--- config.mk ---
export PLATFORM = sky130hd
export DESIGN_NAME = ring_input_port
export DESIGN_NICKNAME = d
export VERILOG_FILES = /design/src/hdl/net_msg_pkg.sv /design/src/hdl/router_pkg.sv /design/src/hdl/msg_queue.sv /design/src/hdl/ring_input_port.sv
export SDC_FILE = /design/constraint.sdc
export NUM_CORES = 1
export LEC_CHECK = 0
export BUFFER_PORTS_ARGS = -buffer_cell sky130_fd_sc_hd__buf_2
export CAP_MARGIN = 20
export CORE_ASPECT_RATIO = 0.5
export CORE_MARGIN = 2
export CORE_UTILIZATION = 55
export DETAILED_ROUTE_END_ITERATION = 10
export HOLD_SLACK_MARGIN = 0.02
export PLACE_DENSITY = 0.8
export SLEW_MARGIN = 0
export SYNTH_ARGS = -nofsm -noshare
export SYNTH_HDL_FRONTEND = slang
export SYNTH_SLANG_ARGS = --single-unit
--- constraint.sdc ---
create_clock -name clk -period 9 [get_ports clk]
set_input_delay 0 -clock clk [delete_from_list [all_inputs] [get_ports clk]]
set_output_delay 0 -clock clk [all_outputs]
set_load 0.01 [all_outputs]
--- src/hdl/net_msg_pkg.sv ---
// ----------------------------------------------------------
// network message format shared by the router and its
// testbench, one packed vector per message
// ----------------------------------------------------------

`default_nettype none

package net_msg_pkg;

  // ----------------------------------------------------------
  // field widths
  // ----------------------------------------------------------

  // router ids, wide enough for an 8 node ring
  localparam int srcdest_nbits = 3;

  // tag carried end to end, never looked at by the router
  localparam int opaque_nbits  = 3;

  localparam int payload_nbits = 32;

  // ----------------------------------------------------------
  // message layout, dest in the top bits
  // ----------------------------------------------------------

  typedef struct packed {
    logic [srcdest_nbits-1:0] dest;
    logic [srcdest_nbits-1:0] src;
    logic [opaque_nbits-1:0]  opaque;
    logic [payload_nbits-1:0] payload;
  } net_msg_t;

endpackage

`default_nettype wire

--- src/hdl/router_pkg.sv ---
// ----------------------------------------------------------
// router port naming and deadlock domains, used for request,
// grant and selector encodings
// ----------------------------------------------------------

`default_nettype none

package router_pkg;

  // ports of one ring node, the index of each bit in reqs and grants
  typedef enum logic [1:0] {
    port_west = 2'd0,
    port_term = 2'd1,
    port_east = 2'd2
  } port_e;

  // domain 1 is entered on the dateline link
  typedef enum logic {
    domain_0 = 1'b0,
    domain_1 = 1'b1
  } domain_e;

  // width of request and grant vectors
  localparam int num_ports = 3;

endpackage

`default_nettype wire

--- src/hdl/msg_queue.sv ---
// ----------------------------------------------------------
// small valid/ready queue placed at every router input
// a message enqueued at an edge is visible the cycle after
// ----------------------------------------------------------

`default_nettype none

module msg_queue #(
  parameter int p_num_msgs = 2
) (
  input  logic                  clk,
  input  logic                  arst_n,
  input  logic                  enq_val,
  output logic                  enq_rdy,
  input  net_msg_pkg::net_msg_t enq_msg,
  output logic                  deq_val,
  input  logic                  deq_rdy,
  output net_msg_pkg::net_msg_t deq_msg
);

  import net_msg_pkg::*;

  localparam int c_ptr_nbits = (p_num_msgs > 1) ? $clog2(p_num_msgs) : 1;
  localparam logic [c_ptr_nbits-1:0] c_last = c_ptr_nbits'(p_num_msgs - 1);

  net_msg_t               mem [p_num_msgs];
  logic [c_ptr_nbits-1:0] wr_ptr;
  logic [c_ptr_nbits-1:0] rd_ptr;
  logic                   full;
  logic                   enq_fire;
  logic                   deq_fire;

  assign enq_rdy  = !full;
  assign deq_val  = full || (wr_ptr != rd_ptr);
  assign deq_msg  = mem[rd_ptr];
  assign enq_fire = enq_val && enq_rdy;
  assign deq_fire = deq_val && deq_rdy;

  // storage only, the head is read straight from the array
  always_ff @(posedge clk) begin
    if (enq_fire) begin
      mem[wr_ptr] <= enq_msg;
    end
  end

  always_ff @(posedge clk or negedge arst_n) begin
    if (!arst_n) begin
      wr_ptr <= '0;
      rd_ptr <= '0;
      full   <= 1'b0;
    end else begin
      if (enq_fire) begin
        wr_ptr <= (wr_ptr == c_last) ? '0 : wr_ptr + 1'b1;
      end
      if (deq_fire) begin
        rd_ptr <= (rd_ptr == c_last) ? '0 : rd_ptr + 1'b1;
      end
      // write catching up with read means every entry is held
      if (enq_fire && !deq_fire) begin
        full <= ((wr_ptr == c_last) ? '0 : wr_ptr + 1'b1) == rd_ptr;
      end else if (deq_fire && !enq_fire) begin
        full <= 1'b0;
      end
    end
  end

  // full only once the write slot has come round to the unread head
  a_full_at_head : assert property (
    @(posedge clk) disable iff (!arst_n) full |-> wr_ptr == rd_ptr);

endmodule

`default_nettype wire

--- src/hdl/ring_input_port.sv ---
// ----------------------------------------------------------
// one ring side input with a queue per domain; local traffic
// goes to the terminal, the rest continues straight through
// ----------------------------------------------------------

`default_nettype none

module ring_input_port #(
  parameter int                p_router_id   = 0,
  parameter int                p_num_routers = 8,
  parameter int                p_num_msgs    = 2,
  parameter router_pkg::port_e p_port        = router_pkg::port_west
) (
  input  logic                              clk,
  input  logic                              arst_n,
  input  logic                              in_d0_val,
  output logic                              in_d0_rdy,
  input  net_msg_pkg::net_msg_t             in_d0_msg,
  input  logic                              in_d1_val,
  output logic                              in_d1_rdy,
  input  net_msg_pkg::net_msg_t             in_d1_msg,
  output logic [router_pkg::num_ports-1:0]  reqs,
  input  logic                              grant,
  output net_msg_pkg::net_msg_t             head_msg,
  output router_pkg::domain_e               head_domain
);

  import net_msg_pkg::*;
  import router_pkg::*;

  // a message arriving here keeps moving away from where it came in
  localparam port_e c_thru_port = (p_port == port_west) ? port_east : port_west;

  logic     d0_val;
  logic     d1_val;
  net_msg_t d0_msg;
  net_msg_t d1_msg;
  logic     sel_d1;
  logic     head_val;

  msg_queue #(.p_num_msgs(p_num_msgs)) d0_queue (
    .clk     (clk),
    .arst_n  (arst_n),
    .enq_val (in_d0_val),
    .enq_rdy (in_d0_rdy),
    .enq_msg (in_d0_msg),
    .deq_val (d0_val),
    .deq_rdy (grant && !sel_d1),
    .deq_msg (d0_msg)
  );

  msg_queue #(.p_num_msgs(p_num_msgs)) d1_queue (
    .clk     (clk),
    .arst_n  (arst_n),
    .enq_val (in_d1_val),
    .enq_rdy (in_d1_rdy),
    .enq_msg (in_d1_msg),
    .deq_val (d1_val),
    .deq_rdy (grant && sel_d1),
    .deq_msg (d1_msg)
  );

  // domain 1 drains first so the dateline channel never blocks
  assign sel_d1      = d1_val;
  assign head_val    = d0_val || d1_val;
  assign head_msg    = sel_d1 ? d1_msg : d0_msg;
  assign head_domain = sel_d1 ? domain_1 : domain_0;

  always_comb begin
    reqs = '0;
    if (head_msg.dest == srcdest_nbits'(p_router_id)) begin
      reqs[port_term] = head_val;
    end else begin
      reqs[c_thru_port] = head_val;
    end
  end

  // ring traffic never turns back the way it came
  a_no_u_turn : assert property (
    @(posedge clk) disable iff (!arst_n) !reqs[p_port]);

endmodule

`default_nettype wire

==> out/results.tsv <==
stage	metric	value	unit
detailed_routing	viasPerCell	5.09	
sta	setup_slack	6530	ps
floorplan	die_w	160	um
global_routing	antenna_found_initial	0	
sta	fin_crit	2470	ps
critical_path	critPathLaunchType	flip-flop	
detailed_routing	routed_wirelength	13100	um
critical_path	required	9000	ps
global_routing	first_global_vias	4037	
critical_path	critPathKind	reg2out	
final_layout	seqCellArea	5080	sq um
place	post-place-ws	6730	ps
global_routing	grt_first_pass_wirelength	20000	um
clocking	clock_latency	410	ps
detailed_routing	drcViolationCount	0	
logic_synthesis	synth.largest_area_cell	edfxtp_1	
floorplan	core	11900	sq um
clocking	cts_max_level	4	
sta	hold_viol	0	
clocking	cts-resized-gates	0	
final_layout	final_common_cell	edfxtp_1	
logic_synthesis	ys_top_cells_by_area	edfxtp_1 73%, mux2i_1 18%, dfrtp_1 2.2%	
logic_synthesis	ys_warn_count	0	
power_and_ir_drop	leakage	0.00358	uW
power_and_ir_drop	powerDensity	324	nW/um^2
sta	setup_viol	0	
clocking	cts_tree	done	
place	portBuffers	132	
logic_synthesis	netlist_area	6710	sq um
floorplan	ioPinCount	134	
sta	holdWs	53.7	ps
clocking	cts.hold.buffers_added	85	
run_status	status	finished, final reports clean	
clocking	clk_path_buf_depth	2	
logic_synthesis	avgSynthCellArea	19.3	sq um
clocking	clk_pin_slew_worst_paths	60	ps
worst_hold_path	hold_path.class	in2reg	
place	place_congestion	0.732	
floorplan	die_y	82.1	um
final_layout	drive_gt1_share	29.9	%
critical_path	slowest_stage	nor2_8	
detailed_routing	wl_per_cell	17.5	um
clocking	cts_made_buffers	17	
place	dpl-instance-area	7500	sq um
final_layout	multi_input_area	1520	sq um
sta	finClkSkew	9.26	ps
logic_synthesis	netlist_instances	347	
logic_synthesis	syn-num-nets	436	
final_layout	finalInstanceArea	8950	sq um
global_routing	grt_overflow_total	0	
sta	max_freq	405	MHz
final_layout	most-common-layout-cells	164 x edfxtp_1, 132 x buf_2, 124 x mux2i_1	
sta	relSlewSlack	31.2	%
sta	finalCritPeriodShare	27.5	%
run	maxCapViolCount	0	
floorplan	rows	28	
logic_synthesis	netlist-cell-type-count	27	
sta	finalMaxSlewViolations	0	
detailed_routing	dr.pass1.iters	4	
detailed_routing	drt_iter0_markers	231	
detailed_routing	num_vias	3816	
critical_path	end_kind	primary output	
place	dpl.hpwl	7510	um
global_routing	grt_max_degree	47	
floorplan	initial_core_util	56.5	%
final_layout	area_delta_synth_final	33.3	%
critical_path	path_cells	xor2_4, nor2_8, mux2_1, buf_2	
logic_synthesis	ys_seq_area_share	75.6	%
sta	worst_pin_slew	1030	ps
global_routing	track_usage	20.6	%
critical_path	cp_max_fo	44	
clocking	cts.sinks	170	
final_layout	nets	662	
clocking	cts_root_buf	clkbuf_16	
logic_synthesis	netlist.area_leader.share	73.4	%
critical_path	arrival	2470	ps
critical_path	cpPeakStageDelay	800	ps
floorplan	die_area	13200	sq um
final_layout	fillers	707	
sta	setup_tns	0	ps
final_layout	diodes	0	
logic_synthesis	synth-seq-cells	170	
clocking	cts_setup_buffers	0	
sta	rsz0062_at_grt	false	
detailed_routing	antenna_left	0	
power_and_ir_drop	ir_worst_vdd	0.211	mV
cell usage after synthesis:
master,number
a2111o_1,1
a211oi_1,1
and2_1,2
and2b_1,1
buf_2,8
buf_4,2
buf_6,5
clkbuf_1,1
conb_1,1
dfrtp_1,6
edfxtp_1,164
ha_1,2
inv_1,3
inv_2,1
mux2_1,1
mux2i_1,124
nand2_1,4
nor2_1,1
nor2_8,1
nor2b_1,3
nor4_1,2
nor4b_1,2
o21ai_1,3
o22ai_1,1
xnor2_1,3
xor2_1,3
xor2_4,1
area by class of cell:
cell class | instances | share of cell area, %
sequential | 170 | 56.7
timing repair buffer | 223 | 17.8
multi-input combinational | 157 | 17.0
clock buffer | 19 | 4.84
tap | 165 | 2.31
clock inverter | 12 | 1.16
inverter | 4 | 0.168
report_power, final:
part	total (uW)	switching, uW	internal (uW)
clock network	661	284	377
logic	1120	630	485
registers	1120	56.6	1060
per-layer routing:
layer	GRT usage [%]	part of all wire, %
met5	0	0
met4	8.65	1.5
met3	4.40	3.7
met2	39.1	53
met1	23.5	42
worst max-delay path: cells and delay by family, from the launching register on:
family	cells	cell delay, ps
DFF	1	480
buffers and inverters	1	140
and+or+nand+nor	1	800
xor gates and xnor gates	1	220
muxes	1	400
state kept, by name (all words and copies together) (netlist names):
name,count
d0_queue.full,1
d0_queue.wr_ptr,1
d0_queue.mem,82
d1_queue.rd_ptr,1
d1_queue.mem,82
d1_queue.wr_ptr,1
d0_queue.rd_ptr,1
d1_queue.full,1
stage by stage:
step	power, uW	utilization, %	std cells
6_report	2900	75.4	750
5_1_grt	3040	75.4	750
4_1_cts	2900	74.9	747
3_5_place_dp	2210	63.2	631
3_3_place_gp	2180	63.2	631
2_1_floorplan	1890	-	347
final timing paths:
| check | cells after the start | to | start | slack, ps |
|---|---|---|---|---|
| max | 4 | reqs[2] | d1_queue.wr_ptr | 6530 |
| min | 3 | d0_queue.wr_ptr | in_d0_val | 50 |
| max reg2reg | 6 | d0_queue.full | d0_queue.rd_ptr | 6710 |
| min reg2reg | 2 | d0_queue.full | d0_queue.full | 570 |
| max in group asynchronous | 3 | d0_queue.rd_ptr | arst_n | 8200 |
| min in group asynchronous | 3 | d1_queue.full | arst_n | 550 |
kinds of logic (layout without fill, tap and decap cells):
family,count (synthesis),count (layout),share of synthesized area [%]
other cells,1,1,0.0559
flops,170,170,75.6
xor+xnor,7,7,1.19
compound gates,6,6,0.596
mux,125,125,18.7
simple gates,16,16,1.60
buf+inv,20,258,1.94
fa+ha+maj,2,2,0.373
Power figures use the tool's default switching activity.
